File: src/logic/cce_cfg_pkg.sv
/*
 * CCE configuration package
 * Width and size constants shared by the coherence engine
 */

`default_nettype none

package cce_cfg_pkg;

  // Line address, one directory entry per line
  localparam int LINE_ADDR_W = 6;

  // LCE identifier width and the most LCEs it can name
  localparam int LCE_ID_W = 3;
  localparam int MAX_LCE = 8;

  // Single data word per line
  localparam int DATA_W = 32;

  // Directory depth, covers the whole line address space
  localparam int DIR_LINES = 64;

endpackage

`default_nettype wire
File: src/logic/cce_msg_pkg.sv
/*
 * CCE message package
 * Coherence states, LCE command types and the inbound message
 * layouts seen by the engine
 */

`default_nettype none

package cce_msg_pkg;

  // State granted to an LCE with a fill
  typedef enum logic [1:0] {
    e_coh_invalid   = 2'd0,
    e_coh_shared    = 2'd1,
    e_coh_exclusive = 2'd2
  } coh_state_e;

  // Outbound LCE command kind
  typedef enum logic {
    e_cmd_inv  = 1'b0,
    e_cmd_fill = 1'b1
  } lce_cmd_type_e;

  // LCE request, 10 bits
  typedef struct packed {
    logic [cce_cfg_pkg::LCE_ID_W-1:0]    lce;
    logic [cce_cfg_pkg::LINE_ADDR_W-1:0] addr;
    logic                                write;
  } lce_req_s;

  // Memory response, 38 bits
  // Always a full line read, so only address and data
  typedef struct packed {
    logic [cce_cfg_pkg::LINE_ADDR_W-1:0] addr;
    logic [cce_cfg_pkg::DATA_W-1:0]      data;
  } mem_resp_s;

endpackage

`default_nettype wire

File: src/logic/cce_top.sv
/*
 * CCE top level
 * Inbound buffers, controller, directory and LCE command sequencer
 */

`timescale 1ns/10ps
`default_nettype none

module cce_top #(
  parameter int NUM_LCE = 4
) (
  input  logic clk_i,
  input  logic rst_n_i,

  // LCE request
  input  logic                                lce_req_v_i,
  input  logic [cce_cfg_pkg::LCE_ID_W-1:0]    lce_req_lce_i,
  input  logic [cce_cfg_pkg::LINE_ADDR_W-1:0] lce_req_addr_i,
  input  logic                                lce_req_write_i,
  output logic                                lce_req_ready_o,

  // Memory command, always a line read
  output logic                                mem_cmd_v_o,
  output logic [cce_cfg_pkg::LINE_ADDR_W-1:0] mem_cmd_addr_o,
  input  logic                                mem_cmd_ready_i,

  // Memory response
  input  logic                                mem_resp_v_i,
  input  logic [cce_cfg_pkg::LINE_ADDR_W-1:0] mem_resp_addr_i,
  input  logic [cce_cfg_pkg::DATA_W-1:0]      mem_resp_data_i,
  output logic                                mem_resp_ready_o,

  // LCE command
  output logic                                lce_cmd_v_o,
  output cce_msg_pkg::lce_cmd_type_e          lce_cmd_type_o,
  output logic [cce_cfg_pkg::LCE_ID_W-1:0]    lce_cmd_lce_o,
  output logic [cce_cfg_pkg::LINE_ADDR_W-1:0] lce_cmd_addr_o,
  output cce_msg_pkg::coh_state_e             lce_cmd_state_o,
  output logic [cce_cfg_pkg::DATA_W-1:0]      lce_cmd_data_o,
  input  logic                                lce_cmd_ready_i
);

  cce_msg_pkg::lce_req_s  lce_req_li, lce_req_lo;
  cce_msg_pkg::mem_resp_s mem_resp_li, mem_resp_lo;
  logic                   lce_req_v_lo, lce_req_yumi_li;
  logic                   mem_resp_v_lo, mem_resp_yumi_li;

  logic                                dir_r_v, dir_w_v, dir_w_excl, dir_r_excl;
  logic [cce_cfg_pkg::LINE_ADDR_W-1:0] dir_r_addr, dir_w_addr;
  logic [NUM_LCE-1:0]                  dir_r_mask, dir_w_mask;

  logic                                out_start, out_fill, out_done;
  logic [NUM_LCE-1:0]                  out_inv_mask;
  logic [cce_cfg_pkg::LCE_ID_W-1:0]    out_lce;
  logic [cce_cfg_pkg::LINE_ADDR_W-1:0] out_addr;
  cce_msg_pkg::coh_state_e             out_state;
  logic [cce_cfg_pkg::DATA_W-1:0]      out_data;

  // Pack the loose inbound fields
  assign lce_req_li.lce   = lce_req_lce_i;
  assign lce_req_li.addr  = lce_req_addr_i;
  assign lce_req_li.write = lce_req_write_i;
  assign mem_resp_li.addr = mem_resp_addr_i;
  assign mem_resp_li.data = mem_resp_data_i;

  cce_msg_buffer #(
    .msg_t(cce_msg_pkg::lce_req_s)
  ) u_lce_req_buf (
    .clk_i  (clk_i),
    .rst_n_i(rst_n_i),
    .v_i    (lce_req_v_i),
    .data_i (lce_req_li),
    .ready_o(lce_req_ready_o),
    .v_o    (lce_req_v_lo),
    .data_o (lce_req_lo),
    .yumi_i (lce_req_yumi_li)
  );

  cce_msg_buffer #(
    .msg_t(cce_msg_pkg::mem_resp_s)
  ) u_mem_resp_buf (
    .clk_i  (clk_i),
    .rst_n_i(rst_n_i),
    .v_i    (mem_resp_v_i),
    .data_i (mem_resp_li),
    .ready_o(mem_resp_ready_o),
    .v_o    (mem_resp_v_lo),
    .data_o (mem_resp_lo),
    .yumi_i (mem_resp_yumi_li)
  );

  cce_ctrl #(
    .NUM_LCE(NUM_LCE)
  ) u_ctrl (
    .clk_i          (clk_i),
    .rst_n_i        (rst_n_i),
    .req_v_i        (lce_req_v_lo),
    .req_i          (lce_req_lo),
    .resp_v_i       (mem_resp_v_lo),
    .resp_i         (mem_resp_lo),
    .req_yumi_o     (lce_req_yumi_li),
    .resp_yumi_o    (mem_resp_yumi_li),
    .dir_r_v_o      (dir_r_v),
    .dir_r_addr_o   (dir_r_addr),
    .dir_w_v_o      (dir_w_v),
    .dir_w_addr_o   (dir_w_addr),
    .dir_w_mask_o   (dir_w_mask),
    .dir_w_excl_o   (dir_w_excl),
    .dir_r_mask_i   (dir_r_mask),
    .dir_r_excl_i   (dir_r_excl),
    .mem_cmd_v_o    (mem_cmd_v_o),
    .mem_cmd_addr_o (mem_cmd_addr_o),
    .mem_cmd_ready_i(mem_cmd_ready_i),
    .out_start_o    (out_start),
    .out_inv_mask_o (out_inv_mask),
    .out_lce_o      (out_lce),
    .out_addr_o     (out_addr),
    .out_state_o    (out_state),
    .out_data_o     (out_data),
    .out_fill_o     (out_fill),
    .out_done_i     (out_done)
  );

  cce_directory #(
    .NUM_LCE(NUM_LCE)
  ) u_directory (
    .clk_i   (clk_i),
    .rst_n_i (rst_n_i),
    .r_v_i   (dir_r_v),
    .r_addr_i(dir_r_addr),
    .r_mask_o(dir_r_mask),
    .r_excl_o(dir_r_excl),
    .w_v_i   (dir_w_v),
    .w_addr_i(dir_w_addr),
    .w_mask_i(dir_w_mask),
    .w_excl_i(dir_w_excl)
  );

  cce_lce_cmd_out #(
    .NUM_LCE(NUM_LCE)
  ) u_lce_cmd_out (
    .clk_i          (clk_i),
    .rst_n_i        (rst_n_i),
    .start_i        (out_start),
    .inv_mask_i     (out_inv_mask),
    .lce_i          (out_lce),
    .addr_i         (out_addr),
    .state_i        (out_state),
    .data_i         (out_data),
    .fill_i         (out_fill),
    .done_o         (out_done),
    .lce_cmd_v_o    (lce_cmd_v_o),
    .lce_cmd_type_o (lce_cmd_type_o),
    .lce_cmd_lce_o  (lce_cmd_lce_o),
    .lce_cmd_addr_o (lce_cmd_addr_o),
    .lce_cmd_state_o(lce_cmd_state_o),
    .lce_cmd_data_o (lce_cmd_data_o),
    .lce_cmd_ready_i(lce_cmd_ready_i)
  );

endmodule

`default_nettype wire

File: src/logic/cce_lce_cmd_out.sv
/*
 * CCE LCE command sequencer
 * Walks an invalidation mask from the lowest id upwards, one command
 * per transfer, or sends a single fill to the requester
 */

`timescale 1ns/10ps
`default_nettype none

module cce_lce_cmd_out #(
  parameter int NUM_LCE = 4
) (
  input  logic clk_i,
  input  logic rst_n_i,

  // From the controller
  input  logic                                start_i,
  input  logic [NUM_LCE-1:0]                  inv_mask_i,
  input  logic [cce_cfg_pkg::LCE_ID_W-1:0]    lce_i,
  input  logic [cce_cfg_pkg::LINE_ADDR_W-1:0] addr_i,
  input  cce_msg_pkg::coh_state_e             state_i,
  input  logic [cce_cfg_pkg::DATA_W-1:0]      data_i,
  input  logic                                fill_i,
  output logic                                done_o,

  // LCE command port
  output logic                                lce_cmd_v_o,
  output cce_msg_pkg::lce_cmd_type_e          lce_cmd_type_o,
  output logic [cce_cfg_pkg::LCE_ID_W-1:0]    lce_cmd_lce_o,
  output logic [cce_cfg_pkg::LINE_ADDR_W-1:0] lce_cmd_addr_o,
  output cce_msg_pkg::coh_state_e             lce_cmd_state_o,
  output logic [cce_cfg_pkg::DATA_W-1:0]      lce_cmd_data_o,
  input  logic                                lce_cmd_ready_i
);

  logic                                busy_r;
  logic                                done_r;
  logic                                fill_r;
  logic [NUM_LCE-1:0]                  mask_r;
  logic [cce_cfg_pkg::LCE_ID_W-1:0]    lce_r;
  logic [cce_cfg_pkg::LINE_ADDR_W-1:0] addr_r;
  cce_msg_pkg::coh_state_e             state_r;
  logic [cce_cfg_pkg::DATA_W-1:0]      data_r;

  logic [cce_cfg_pkg::LCE_ID_W-1:0] low_id;
  logic [NUM_LCE-1:0]               mask_next;
  logic                             xfer;

  // Lowest set bit of the working mask
  always_comb begin
    low_id = '0;
    for (int i = NUM_LCE - 1; i >= 0; i--) begin
      if (mask_r[i]) begin
        low_id = cce_cfg_pkg::LCE_ID_W'(i);
      end
    end
  end

  assign mask_next = mask_r & (mask_r - 1'b1);
  assign xfer      = lce_cmd_v_o && lce_cmd_ready_i;

  always_ff @(posedge clk_i) begin
    if (!rst_n_i) begin
      busy_r <= 1'b0;
      done_r <= 1'b0;
      fill_r <= 1'b0;
      mask_r <= '0;
    end else begin
      done_r <= 1'b0;
      if (start_i) begin
        busy_r <= 1'b1;
        fill_r <= fill_i;
        mask_r <= inv_mask_i;
      end else if (busy_r) begin
        if (fill_r) begin
          if (xfer) begin
            busy_r <= 1'b0;
            done_r <= 1'b1;
          end
        end else if (mask_r == '0) begin
          // Nothing to invalidate
          busy_r <= 1'b0;
          done_r <= 1'b1;
        end else if (xfer) begin
          mask_r <= mask_next;
          if (mask_next == '0) begin
            busy_r <= 1'b0;
            done_r <= 1'b1;
          end
        end
      end
    end
  end

  always_ff @(posedge clk_i) begin
    if (start_i) begin
      lce_r   <= lce_i;
      addr_r  <= addr_i;
      state_r <= state_i;
      data_r  <= data_i;
    end
  end

  assign done_o = done_r;

  assign lce_cmd_v_o    = busy_r && (fill_r || (mask_r != '0));
  assign lce_cmd_type_o = fill_r ? cce_msg_pkg::e_cmd_fill : cce_msg_pkg::e_cmd_inv;
  assign lce_cmd_lce_o  = fill_r ? lce_r : low_id;
  assign lce_cmd_addr_o = addr_r;

  // Invalidations carry no state and no data
  assign lce_cmd_state_o = fill_r ? state_r : cce_msg_pkg::e_coh_invalid;
  assign lce_cmd_data_o  = fill_r ? data_r : '0;

endmodule

`default_nettype wire

File: src/logic/cce_ctrl.sv
/*
 * CCE controller
 * Serves one LCE request at a time: directory lookup, invalidations,
 * memory read, fill to the requester and directory update
 */

`timescale 1ns/10ps
`default_nettype none

module cce_ctrl #(
  parameter int NUM_LCE = 4
) (
  input  logic clk_i,
  input  logic rst_n_i,

  // Inbound buffers
  input  logic                   req_v_i,
  input  cce_msg_pkg::lce_req_s  req_i,
  input  logic                   resp_v_i,
  input  cce_msg_pkg::mem_resp_s resp_i,
  output logic                   req_yumi_o,
  output logic                   resp_yumi_o,

  // Directory
  output logic                                dir_r_v_o,
  output logic [cce_cfg_pkg::LINE_ADDR_W-1:0] dir_r_addr_o,
  output logic                                dir_w_v_o,
  output logic [cce_cfg_pkg::LINE_ADDR_W-1:0] dir_w_addr_o,
  output logic [NUM_LCE-1:0]                  dir_w_mask_o,
  output logic                                dir_w_excl_o,
  input  logic [NUM_LCE-1:0]                  dir_r_mask_i,
  input  logic                                dir_r_excl_i,

  // Memory command
  output logic                                mem_cmd_v_o,
  output logic [cce_cfg_pkg::LINE_ADDR_W-1:0] mem_cmd_addr_o,
  input  logic                                mem_cmd_ready_i,

  // LCE command sequencer
  output logic                                out_start_o,
  output logic [NUM_LCE-1:0]                  out_inv_mask_o,
  output logic [cce_cfg_pkg::LCE_ID_W-1:0]    out_lce_o,
  output logic [cce_cfg_pkg::LINE_ADDR_W-1:0] out_addr_o,
  output cce_msg_pkg::coh_state_e             out_state_o,
  output logic [cce_cfg_pkg::DATA_W-1:0]      out_data_o,
  output logic                                out_fill_o,
  input  logic                                out_done_i
);

  typedef enum logic [2:0] {
    st_idle,
    st_dir_read,
    st_calc,
    st_inv,
    st_mem_cmd,
    st_mem_wait,
    st_fill,
    st_dir_write
  } state_e;

  state_e state_q, state_d;
  logic   start_r;

  // Latched request and derived results
  cce_msg_pkg::lce_req_s          req_r;
  logic [NUM_LCE-1:0]             inv_mask_r;
  logic [NUM_LCE-1:0]             new_mask_r;
  logic                           new_excl_r;
  cce_msg_pkg::coh_state_e        grant_r;
  logic [cce_cfg_pkg::DATA_W-1:0] data_r;

  logic [cce_cfg_pkg::MAX_LCE-1:0] req_bit_wide;
  logic [NUM_LCE-1:0]              req_bit;
  logic [NUM_LCE-1:0]              other_mask;
  logic [NUM_LCE-1:0]              inv_mask_c;
  logic [NUM_LCE-1:0]              new_mask_c;
  logic                            new_excl_c;
  cce_msg_pkg::coh_state_e         grant_c;

  // Requester as a one-hot over the LCE mask
  assign req_bit_wide = {{(cce_cfg_pkg::MAX_LCE-1){1'b0}}, 1'b1} << req_r.lce;
  assign req_bit      = req_bit_wide[NUM_LCE-1:0];
  assign other_mask   = dir_r_mask_i & ~req_bit;

  // Coherence rule, applied to the entry read in st_dir_read
  always_comb begin
    if (req_r.write) begin
      inv_mask_c = other_mask;
      new_mask_c = req_bit;
      new_excl_c = 1'b1;
      grant_c    = cce_msg_pkg::e_coh_exclusive;
    end else begin
      // An exclusive holder elsewhere must give the line up
      inv_mask_c = dir_r_excl_i ? other_mask : '0;
      new_mask_c = (dir_r_mask_i & ~inv_mask_c) | req_bit;
      new_excl_c = 1'b0;
      grant_c    = cce_msg_pkg::e_coh_shared;
    end
  end

  always_comb begin
    state_d     = state_q;
    req_yumi_o  = 1'b0;
    resp_yumi_o = 1'b0;
    case (state_q)
      st_idle: begin
        if (req_v_i) begin
          req_yumi_o = 1'b1;
          state_d    = st_dir_read;
        end
      end
      st_dir_read: state_d = st_calc;
      st_calc:     state_d = st_inv;
      st_inv: begin
        if (out_done_i) begin
          state_d = st_mem_cmd;
        end
      end
      st_mem_cmd: begin
        if (mem_cmd_ready_i) begin
          state_d = st_mem_wait;
        end
      end
      st_mem_wait: begin
        if (resp_v_i) begin
          resp_yumi_o = 1'b1;
          state_d     = st_fill;
        end
      end
      st_fill: begin
        if (out_done_i) begin
          state_d = st_dir_write;
        end
      end
      st_dir_write: state_d = st_idle;
      default:      state_d = st_idle;
    endcase
  end

  // Start pulses in the first cycle of st_inv and st_fill
  always_ff @(posedge clk_i) begin
    if (!rst_n_i) begin
      state_q <= st_idle;
      start_r <= 1'b0;
    end else begin
      state_q <= state_d;
      start_r <= (state_q == st_calc) || resp_yumi_o;
    end
  end

  always_ff @(posedge clk_i) begin
    if (req_yumi_o) begin
      req_r <= req_i;
    end
    if (state_q == st_calc) begin
      inv_mask_r <= inv_mask_c;
      new_mask_r <= new_mask_c;
      new_excl_r <= new_excl_c;
      grant_r    <= grant_c;
    end
    if (resp_yumi_o) begin
      data_r <= resp_i.data;
    end
  end

  assign dir_r_v_o    = (state_q == st_dir_read);
  assign dir_r_addr_o = req_r.addr;
  assign dir_w_v_o    = (state_q == st_dir_write);
  assign dir_w_addr_o = req_r.addr;
  assign dir_w_mask_o = new_mask_r;
  assign dir_w_excl_o = new_excl_r;

  // Always a line read of the requested address
  assign mem_cmd_v_o    = (state_q == st_mem_cmd);
  assign mem_cmd_addr_o = req_r.addr;

  assign out_start_o    = start_r;
  assign out_inv_mask_o = inv_mask_r;
  assign out_lce_o      = req_r.lce;
  assign out_addr_o     = req_r.addr;
  assign out_state_o    = grant_r;
  assign out_data_o     = data_r;
  assign out_fill_o     = (state_q == st_fill);

endmodule

`default_nettype wire

File: src/logic/cce_directory.sv
/*
 * CCE directory
 * Sharer mask and exclusive bit for every line, with a registered
 * read port and a single write port
 */

`timescale 1ns/10ps
`default_nettype none

module cce_directory #(
  parameter int NUM_LCE = 4
) (
  input  logic clk_i,
  input  logic rst_n_i,

  // Read port, data one cycle after the strobe
  input  logic                                r_v_i,
  input  logic [cce_cfg_pkg::LINE_ADDR_W-1:0] r_addr_i,
  output logic [NUM_LCE-1:0]                  r_mask_o,
  output logic                                r_excl_o,

  // Write port
  input  logic                                w_v_i,
  input  logic [cce_cfg_pkg::LINE_ADDR_W-1:0] w_addr_i,
  input  logic [NUM_LCE-1:0]                  w_mask_i,
  input  logic                                w_excl_i
);

  logic [NUM_LCE-1:0] mask_mem [cce_cfg_pkg::DIR_LINES];
  logic               excl_mem [cce_cfg_pkg::DIR_LINES];

  // Every line starts invalid with no sharers
  always_ff @(posedge clk_i) begin
    if (!rst_n_i) begin
      for (int i = 0; i < cce_cfg_pkg::DIR_LINES; i++) begin
        mask_mem[i] <= '0;
        excl_mem[i] <= 1'b0;
      end
    end else if (w_v_i) begin
      mask_mem[w_addr_i] <= w_mask_i;
      excl_mem[w_addr_i] <= w_excl_i;
    end
  end

  // Read result holds until the next strobe
  always_ff @(posedge clk_i) begin
    if (r_v_i) begin
      r_mask_o <= mask_mem[r_addr_i];
      r_excl_o <= excl_mem[r_addr_i];
    end
  end

endmodule

`default_nettype wire

File: src/logic/cce_msg_buffer.sv
/*
 * CCE inbound message buffer
 * One-entry register that takes valid/ready on the outer side and
 * offers valid/yumi to the controller
 */

`timescale 1ns/10ps
`default_nettype none

module cce_msg_buffer #(
  parameter type msg_t = logic
) (
  input  logic clk_i,
  input  logic rst_n_i,

  // Outer side
  input  logic v_i,
  input  msg_t data_i,
  output logic ready_o,

  // Inner side
  output logic v_o,
  output msg_t data_o,
  input  logic yumi_i
);

  logic full_r;
  msg_t data_r;

  // Accept only into an empty slot
  assign ready_o = ~full_r;
  assign v_o     = full_r;
  assign data_o  = data_r;

  always_ff @(posedge clk_i) begin
    if (!rst_n_i) begin
      full_r <= 1'b0;
    end else if (v_i && ready_o) begin
      full_r <= 1'b1;
    end else if (yumi_i) begin
      full_r <= 1'b0;
    end
  end

  always_ff @(posedge clk_i) begin
    if (v_i && ready_o) begin
      data_r <= data_i;
    end
  end

endmodule

`default_nettype wire

File: config.mk
export PLATFORM = sky130hd
export DESIGN_NAME = cce_top
export DESIGN_NICKNAME = d
export VERILOG_FILES = /design/src/logic/cce_cfg_pkg.sv /design/src/logic/cce_msg_pkg.sv /design/src/logic/cce_top.sv /design/src/logic/cce_lce_cmd_out.sv /design/src/logic/cce_ctrl.sv /design/src/logic/cce_directory.sv /design/src/logic/cce_msg_buffer.sv
export SDC_FILE = /design/constraint.sdc
export NUM_CORES = 1
export LEC_CHECK = 0
export BUFFER_PORTS_ARGS = -buffer_cell sky130_fd_sc_hd__buf_2
export CAP_MARGIN = 20
export CORE_MARGIN = 5
export CORE_UTILIZATION = 35
export DETAILED_ROUTE_END_ITERATION = 7
export HOLD_SLACK_MARGIN = 0.08
export PLACE_DENSITY = 0.52
export SYNTH_ARGS = -nofsm -noshare
export SYNTH_HDL_FRONTEND = slang
export SYNTH_SLANG_ARGS = --single-unit
File: constraint.sdc
create_clock -name clk_i -period 4.4 [get_ports clk_i]
set_input_delay 0.88 -clock clk_i [delete_from_list [all_inputs] [get_ports clk_i]]
set_output_delay 0.88 -clock clk_i [all_outputs]
set_load 0.01 [all_outputs]
# Yosys cells after proc, flatten, opt, wreduce, memory -nomap -nowiden
# Memories as Yosys holds them, arrays and structs flattened. A register that Yosys moved wholly into a read port is not among the register bits.
# Index checks and enable logic that the tools add are counted.
[word_totals]
ff_bits = 151
mem_bits_rw = 320
inputBits = 54
output_inout_bits = 54
word_cells = 125
memories = 2
[classes]
n_addsub = 1
eq_ne = 14
shift = 1
muxes = 54
n_bitwise = 10
reduce_logical = 19
[mem_list]
columns = ["name", "words", "word_bits", "rd", "rd_ports_with_merged_regs", "write_ports", "line", "text"]
rows = [
  ["u_directory.mask_mem", 64, 4, 1, 1, 64, "cce_directory.sv:29", "logic [NUM_LCE-1:0] mask_mem [cce_cfg_pkg::DIR_LINES];"],
  ["u_directory.excl_mem", 64, 1, 1, 1, 64, "cce_directory.sv:30", "logic excl_mem [cce_cfg_pkg::DIR_LINES];"],
]
[op_table]
columns = ["cell", "count"]
rows = [
  ["4-bit two-way mux", 9],
  ["32-bit two-way mux", 1],
  ["1-bit two-way mux", 29],
  ["3-bit case mux with 8 select lines", 1],
  ["3-bit two-way mux", 6],
  ["4-bit bitwise AND", 3],
  ["3-bit equality test, second input constant", 4],
  ["2-bit two-way mux", 6],
  ["6-bit two-way mux", 2],
  ["2-bit inequality test, second input constant", 5],
  ["4-bit zero test", 2],
  ["4-bit NOT", 2],
  ["2-bit nonzero test", 4],
  ["3-bit by 2-bit equality test with 1-bit output, second input constant", 2],
  ["5-bit AND reduction", 1],
  ["1-bit logical AND", 4],
  ["2-bit by 1-bit inequality test with 1-bit output, second input constant", 2],
  ["1-bit NOT", 4],
  ["4-bit bitwise OR", 1],
  ["4-bit AND reduction", 1],
  ["4-bit nonzero test", 1],
  ["4-bit OR reduction", 1],
  ["1-bit by 3-bit left shift with 4-bit output, first input constant", 1],
  ["4-bit by 1-bit subtractor with 4-bit output, second input constant", 1],
  ["5 further kinds", 6],
]

# Depth between registers and ports, before layout
# Gate-level depths: netlist (run 1).
[logic_depth]
ltp_word = 9
depth_mapped = 8
mapped_depth_nobuf = 5

# Hierarchy
# A second synthesis (run 1) with hierarchy kept.
[hier_totals]
hier_cells = 1514
area_unflattened_um2 = 20982.6
[modules_own_cells]
columns = ["module", "n_inst", "cells_each", "area_per_inst_um2", "seq_area_each_um2"]
rows = [
  ["cce_directory", 1, 1202, 15411.0, 9118.7],
  ["cce_ctrl", 1, 119, 2080.7, 1641.6],
  ["cce_lce_cmd_out", 1, 135, 1961.9, 1431.4],
  ["cce_msg_buffer (u_mem_resp_buf)", 1, 43, 1184.9, 1161.1],
  ["cce_msg_buffer (u_lce_req_buf)", 1, 15, 344.1, 320.3],
]

# Worst setup path after synthesis (run 1)
# OpenSTA, ideal clock, no wires.
[synth_timing]
path_type = "input port to flip-flop"
from = "input port mem_resp_v_i"
to = "register u_mem_resp_buf.data_r, in the netlist u_mem_resp_buf.data_o[0] (enable)"
setup_ns = 0.425
t_arrival_ns = 2.328
required_time_ns = 3.975
path_slack_ns = 1.647
path_stages = 1
n_path_buf = 0
cell_sequence = "nor2b_1"
[synth_via]
elab_chain_cells = 1
[synth_rtl]
columns = ["item", "line", "text"]
rows = [
  ["from (decl)", "cce_top.sv:28", "input logic mem_resp_v_i,"],
  ["1-bit logical AND", "cce_msg_buffer.sv:46", "if (v_i && ready_o) begin"],
  ["to (signal assigned)", "cce_msg_buffer.sv:47", "data_r <= data_i;"],
  ["to (decl)", "cce_msg_buffer.sv:28", "msg_t data_r;"],
]
# No other way between the ends.
# A chain may end at the register's enable or synchronous reset.

==> impl_metrics.env, run 1 <==
export IMPL_synth_top_cell_by_area="edfxtp_1"
export IMPL_p_sw_mw=2.249
export IMPL_via_per_inst=5.498
export IMPL_swShare_pct=22.60
export IMPL_critical_path_peak_fanout=46
export IMPL_cts_root_buf="clkbuf_16"
export IMPL_tns_ns=0
export IMPL_clk_latency_ns=0.60
export IMPL_ant_nets=0
export IMPL_antenna_found_initial=1
export IMPL_synth_top_cells_by_area="edfxtp_1 58%, mux4_2 8.3%, and3_1 7.9%"
export IMPL_leakage_nw=9.275
export IMPL_yosysSeqAreaShare_pct=65.70
export IMPL_power_frac_comb_pct=5.7
export IMPL_finClkSkew_ns=0.02949
export IMPL_synthCells=1512
export IMPL_cts_tree="done"
export IMPL_cts_sinks=475
export IMPL_port_buffers=101
export IMPL_hold_viol=0
export IMPL_path_class="reg2reg"
export IMPL_max_cap_violations=0
export IMPL_grt_max_degree=94
export IMPL_timing_final_crit_share_pct=72.32
export IMPL_yosysUniqueCellTypes=48
export IMPL_drive_above_1_share_pct=20.92
export IMPL_initial_core_util_pct=35.46
export IMPL_finalNonFillerCells=2339
export IMPL_num_vias=12860
export IMPL_die_h_um=252.2
export IMPL_die_w_um=252.2
export IMPL_p_seq_share_pct=51.1
export IMPL_htreeDepth=2
export IMPL_ys_async_sr_fraction_pct=0
export IMPL_grt_usage_pct=16.95
export IMPL_synth_seq_cells=475
export IMPL_routedWlPerCell_um=23.39
export IMPL_syn_area_per_cell_um2=13.58
export IMPL_drc_errors=0
export IMPL_dp_cells=2245
export IMPL_critical_path_required_ns=4.64
export IMPL_slew_headroom_pct=27.73
export IMPL_totalPowerFinal_mw=9.953
export IMPL_grt_pass1_vias=12990
export IMPL_synth_top_area_share_pct=58.19
export IMPL_nets=1586
export IMPL_endpoint_kind="register"
export IMPL_drt_initial_drc_count=1172
export IMPL_post_cts_buffers=0
export IMPL_fmax_mhz=314.3
export IMPL_overflow=0
export IMPL_ys_top_cells_by_count="398 x edfxtp_1, 259 x and3_1, 146 x clkbuf_1"
export IMPL_peakVddDrop_v=0.0003013
export IMPL_io_pins=108
export IMPL_synth_most_common_cell="edfxtp_1"
export IMPL_tightest_slew_ns=1.082
export IMPL_synth_ff_type="edfxtp_1"
export IMPL_dr_pass1_iters=5
export IMPL_p_clk_share_pct=43.2
export IMPL_dieArea_mm2=0.06363
export IMPL_grt_pass1_wl_um=83210
export IMPL_cp_data_arrival_time_ns=3.42
export IMPL_placed_area_mm2=0.02171
export IMPL_cts_hold_buf=0
export IMPL_synth_edf_count=398
export IMPL_fin_area_mm2=0.02337
export IMPL_row_count=88
export IMPL_ys_warnings_count=0
export IMPL_hpwlAfterDp_um=33450
export IMPL_period_minus_slack_ns=3.182
export IMPL_internal_power_mw=7.704
export IMPL_outcome="complete, no violations"
export IMPL_area_delta_synth_final_pct=13.81
export IMPL_syn_area_mm2=0.02054
export IMPL_gp_congestion=0.7706
export IMPL_cts_made_buffers=50
export IMPL_clkSlewWorstSetupHoldPaths_ns=0.06
export IMPL_rsz0062_at_grt="false"
export IMPL_setup_viol=0
export IMPL_wirelength_um=54710
export IMPL_coreArea_mm2=0.05792
export IMPL_worstHoldPathType="reg2reg"
export IMPL_cts_path_max_buffers=3
export IMPL_ctsResizeCount=0
export IMPL_slew_violations=0
export IMPL_synth_nets=1566
export IMPL_powerDensity_mw_per_mm2=425.8
export IMPL_cp_start_kind="register"
==> placed cells by master, fill, tap and decap left out, drive strengths merged, types with 8 or more instances in the layout <==
| master | n |
|---|---|
| clkinv | 17 |
| a22o | 8 |
| buf | 152 |
| nor2 | 31 |
| dfxtp | 77 |
| and3 | 259 |
| and2 | 40 |
| nand3 | 80 |
| mux4 | 76 |
| o21ai | 84 |
| clkbuf | 66 |
| o211ai | 62 |
| a21oi | 14 |
| nand2 | 92 |
| a22oi | 10 |
| edfxtp | 398 |
| inv | 11 |
| mux2i | 10 |
==> logic make-up (layout without fill, tap and decap cells) <==
logic type	Yosys count	in the layout	share of synthesized area, %
simple gates	545	545	14.73
flops	475	475	65.70
compound gates	211	211	6.719
buf+inv	191	252	3.820
mux	89	89	8.986
fa+ha+maj	1	1	0.04874
other cells	0	1	0
==> final timing paths <==
path                            slack, ns  cells after the start                                       end                                 from
worst max-delay path                 1.22                      4  u_directory.mask_mem[1][0]$_SDFFCE_PN0P_     u_ctrl.dir_r_addr_o[0]$_DFFE_PP_
worst min-delay path                 0.40                      0           u_ctrl.out_data_o[12]$_DFFE_PP_  u_mem_resp_buf.data_o[12]$_DFFE_PP_
worst max register to register       1.22                      4  u_directory.mask_mem[1][0]$_SDFFCE_PN0P_     u_ctrl.dir_r_addr_o[0]$_DFFE_PP_
worst min register to register       0.40                      0           u_ctrl.out_data_o[12]$_DFFE_PP_  u_mem_resp_buf.data_o[12]$_DFFE_PP_
==> critical path, stage by stage (launching register included) <==
cell	delay, ns
edfxtp_1	0.69
buf_12	0.39
nand2_1	0.25
or3_1	0.77
o21ai_0	0.68
==> cell type report <==
type / count / area [µm²]
Antenna cell: 1 / 2.502
Fill cell: 5400 / 34540
Clock inverter: 27 / 284.0
Clock buffer: 66 / 1374
Multi-Input combinational cell: 846 / 6321
Timing Repair Buffer: 152 / 915.9
Sequential cell: 475 / 13490
Tap cell: 765 / 957.2
Inverter: 7 / 26.28
==> metrics by stage <==
| stage | worst slack, ns | utilization (%) | hold WS (ns) |
|---|---|---|---|
| after floorplan | 1.647 | - | 0.4003 |
| after global placement | 1.059 | 37.49 | 0.4001 |
| after detailed placement | 1.008 | 37.49 | 0.4045 |
| after CTS | 1.164 | 40.36 | 0.3969 |
| after global routing | 0.9832 | 40.36 | 0.4047 |
| final | 1.218 | 40.36 | 0.3981 |
==> power groups by stage <==
stage / combinational [mW] / sequential (mW) / clock (mW)
floorplan: 0.382 / 5.14 / 0
global placement: 0.565 / 5.18 / 0
detailed placement: 0.571 / 5.18 / 0
CTS: 0.573 / 5.09 / 4.40
global route: 0.612 / 5.10 / 4.58
finish: 0.569 / 5.09 / 4.30
==> state kept, by name, summed over array words and instances, names as in the netlist, 4 cells and up <==
signal / count
u_directory.excl_mem: 64
u_directory.r_mask_o: 4
u_lce_cmd_out.lce_cmd_addr_o: 6
u_lce_cmd_out.data_r: 32
u_ctrl.dir_r_addr_o: 6
u_lce_req_buf.data_o: 10
u_ctrl.out_data_o: 32
u_lce_cmd_out.mask_r: 4
u_mem_resp_buf.data_o: 32
u_directory.mask_mem: 256
u_ctrl.dir_w_mask_o: 4
u_ctrl.out_inv_mask_o: 4
==> per-layer routing <==
layer | part of all wire, % | vias to the layer above | GRT usage (%)
met1 | 43 | 6472 | 23.55
met2 | 47 | 467 | 27.44
met4 | 3.2 | 0 | 5.382
met3 | 6.8 | 96 | 2.809
met5 | 0 | - | 0
li1 | - | 5824 | -
Note: power is estimated with default switching activity, not from simulation.
==> run 2: changes to the inputs <==
--- a/config.mk
+++ b/config.mk
@@ -5,6 +5,7 @@
 export SDC_FILE = /design/constraint.sdc
 export NUM_CORES = 1
 export LEC_CHECK = 0
+export ABC_AREA = 1
 export BUFFER_PORTS_ARGS = -buffer_cell sky130_fd_sc_hd__buf_2
 export CAP_MARGIN = 20
 export CORE_MARGIN = 5
==> constraint.sdc (replaced) <==
create_clock -name clk_i -period 3 [get_ports clk_i]
set_input_delay 0.6 -clock clk_i [delete_from_list [all_inputs] [get_ports clk_i]]
set_output_delay 0.6 -clock clk_i [all_outputs]
set_load 0.01 [all_outputs]
==> impl_metrics.env, run 2 <==
export IMPL_outcome="complete, no violations"
export IMPL_cts_tree="done"
export IMPL_ys_top_cells_by_count="603 x nand2_1, 398 x edfxtp_1, 349 x inv_1"
export IMPL_grt_max_degree=137
export IMPL_critical_path_top_delay_family="simple AND/OR/NAND/NOR gates"
export IMPL_ant_nets=0
export IMPL_ys_warnings_count=0
export IMPL_setup_viol=0
export IMPL_timing_final_crit_share_pct=87.55
export IMPL_clk_latency_ns=0.60
export IMPL_synth_edf_count=398
export IMPL_cts_sinks=475
export IMPL_synthCells=2258
export IMPL_via_per_inst=4.656
export IMPL_slowest_delay_ns=0.57
export IMPL_slew_violations=0
export IMPL_worst_hold_slack_ns=0.1687
export IMPL_cts_hold_buf=0
export IMPL_crit_chain="nor2_4 -> buf_4 -> inv_1 -> nor2_4 -> nand2_1 -> nand2_1"
export IMPL_cts_root_buf="clkbuf_16"
export IMPL_slew_headroom_pct=31.84
export IMPL_diodes=0
export IMPL_wirelength_um=49830
export IMPL_area_sequential_mm2=0.01349
export IMPL_path_class="reg2reg"
export IMPL_final_core_util_pct=40.56
export IMPL_grt_pass1_vias=14140
export IMPL_synth_top_area_share_pct=57.33
export IMPL_cp_start_kind="register"
export IMPL_critical_path_depth=6
export IMPL_drive_above_1_share_pct=10.58
export IMPL_critPathBufInv=2
export IMPL_cp_slowest_cell="edfxtp_1"
export IMPL_die_h_um=254.1
export IMPL_port_buffers=101
export IMPL_overflow=0
export IMPL_synth_nets=2312
export IMPL_dieArea_mm2=0.06454
export IMPL_top_regs="u_directory.mask_mem (256), u_directory.excl_mem (64)"
export IMPL_most_common_layout_cells="603 x nand2_1, 398 x edfxtp_1, 349 x inv_1"
export IMPL_ff2ff_setup_slack_ns=0.37
export IMPL_layout_commonest_cell="nand2_1"
export IMPL_synth_top_cells_by_area="edfxtp_1 57%, nand2_1 11%, dfxtp_1 7.4%"
export IMPL_cp_data_arrival_time_ns=2.91
export IMPL_final_fill_count=5824
export IMPL_max_cap_violations=0
export IMPL_hpwlAfterDp_um=31090
export IMPL_critical_path_required_ns=3.28
export IMPL_synth_top_cell_by_area="edfxtp_1"
export IMPL_hp_start="mem_resp_data_i[0]"
export IMPL_cts_made_buffers=50
export IMPL_yosysSeqAreaShare_pct=64.72
export IMPL_leakage_nw=10.52
export IMPL_min_path_cells=1
export IMPL_synth_most_common_cell="nand2_1"
export IMPL_nets=2394
export IMPL_syn_area_mm2=0.02085
export IMPL_coreArea_mm2=0.05902
export IMPL_synth_seq_cells=475
export IMPL_critical_path_peak_fanout=26
export IMPL_initial_core_util_pct=35.32
export IMPL_ys_async_sr_fraction_pct=0
export IMPL_rr_endpoint="u_directory.mask_mem[0][1]$_SDFFCE_PN0P_"
export IMPL_routedWlPerCell_um=15.79
export IMPL_antenna_found_initial=0
export IMPL_finClkSkew_ns=0.01687
export IMPL_die_w_um=254.1
export IMPL_synth_ff_type="edfxtp_1"
export IMPL_rsz0062_at_grt="false"
export IMPL_grt_pass1_wl_um=77490
export IMPL_syn_area_per_cell_um2=9.233
export IMPL_ctsResizeCount=0
export IMPL_powerDensity_mw_per_mm2=683.0
export IMPL_yosysUniqueCellTypes=27
export IMPL_tns_ns=0
export IMPL_clkSlewWorstSetupHoldPaths_ns=0.06
export IMPL_hold_viol=0
export IMPL_peakVddDrop_v=0.0005384
export IMPL_tightest_slew_ns=1.022
export IMPL_r2r_cells=6
export IMPL_endpoint_kind="register"
export IMPL_io_pins=108
export IMPL_r2r_start="u_ctrl.dir_r_addr_o[1]$_DFFE_PP_"
export IMPL_area_delta_synth_final_pct=14.84
export IMPL_top_register="u_directory.mask_mem"
export IMPL_worstHoldPathType="in2reg"
export IMPL_post_cts_buffers=0
export IMPL_grt_usage_pct=15.22
export IMPL_cts_path_max_buffers=3
export IMPL_multi_input_area_mm2=0.005580
export IMPL_drc_errors=0
export IMPL_period_minus_slack_ns=2.627
export IMPL_fmax_mhz=380.7
export IMPL_dr_pass1_iters=7
export IMPL_largest_reg_flops=256
export IMPL_htreeDepth=2
export IMPL_gp_congestion=0.8093
export IMPL_row_count=89
export IMPL_drt_initial_drc_count=981
export IMPL_num_vias=14690
export IMPL_whs_endpoint="u_mem_resp_buf.data_o[0]$_DFFE_PP_"
==> run 2: cell types whose count changed in the layout (fill, tap and decap cells not counted), sizes merged, moves of 40 or more <==
cell	change
nand2	+519
nor2	+304
and3	-259
o211ai	-60
and2	-40
mux4	-76
inv	+344
nand3	+133
==> run 2: worst max path at each step <==
stage / start / end / slack [ns]
after CTS: u_lce_cmd_out.fill_r$_SDFFE_PN0P_ / lce_cmd_data_o[30] / 0.36
final: u_ctrl.dir_r_addr_o[1]$_DFFE_PP_ / u_directory.mask_mem[0][1]$_SDFFCE_PN0P_ / 0.37
after detailed placement: u_ctrl.dir_r_addr_o[1]$_DFFE_PP_ / u_directory.mask_mem[0][0]$_SDFFCE_PN0P_ / 0.40
after floorplan: mem_resp_v_i / u_mem_resp_buf.data_o[0]$_DFFE_PP_ / 0.59
after global placement: u_ctrl.dir_r_addr_o[1]$_DFFE_PP_ / u_directory.mask_mem[16][1]$_SDFFCE_PN0P_ / 0.42
after global routing: u_ctrl.dir_r_addr_o[2]$_DFFE_PP_ / u_directory.mask_mem[28][0]$_SDFFCE_PN0P_ / 0.21
==> run 2: logic make-up after synthesis <==
| family | synth area share (%) |
|---|---|
| compound gates | 3.169 |
| buf+inv | 8.630 |
| flops | 64.72 |
| simple gates | 23.48 |
==> run 2: layer usage <==
| metal | wire [µm] | part of all wire (%) | track usage (%) |
|---|---|---|---|
| met2 | 23530 | 47 | 25.52 |
| met4 | 942 | 1.9 | 3.559 |
| met3 | 2860 | 5.7 | 2.896 |
| met1 | 22500 | 45 | 20.62 |
| met5 | 0 | 0 | 0 |
==> run 2: metrics by stage <==
step                      setup slack (ns)  cell area, µm²  power (mW)  std cells
after floorplan                     0.5891           20850       9.301       2258
after global placement              0.4235           22280       10.24       3061
after detailed placement            0.4005           22280       10.26       3061
after CTS                           0.3613           23940       16.54       3155
after global routing                0.2080           23940       17.09       3155
final                               0.3735           23940       16.35       3155
==> run 2: where the power goes <==
part,total (mW),switching (mW),internal (mW)
registers,7.73,0.183,7.55
logic,2.37,1.77,0.597
clock network,6.26,2.63,3.62
total,16.4,4.59,11.8
==> run 2: layout make-up <==
cell class                      instances  area share [%]
Clock inverter                         30           1.333
Inverter                              357           5.629
Timing Repair Buffer                  140           3.711
Sequential cell                       475           56.37
Tap cell                              773           4.040
Clock buffer                           64           5.613
Multi-Input combinational cell       1316           23.31
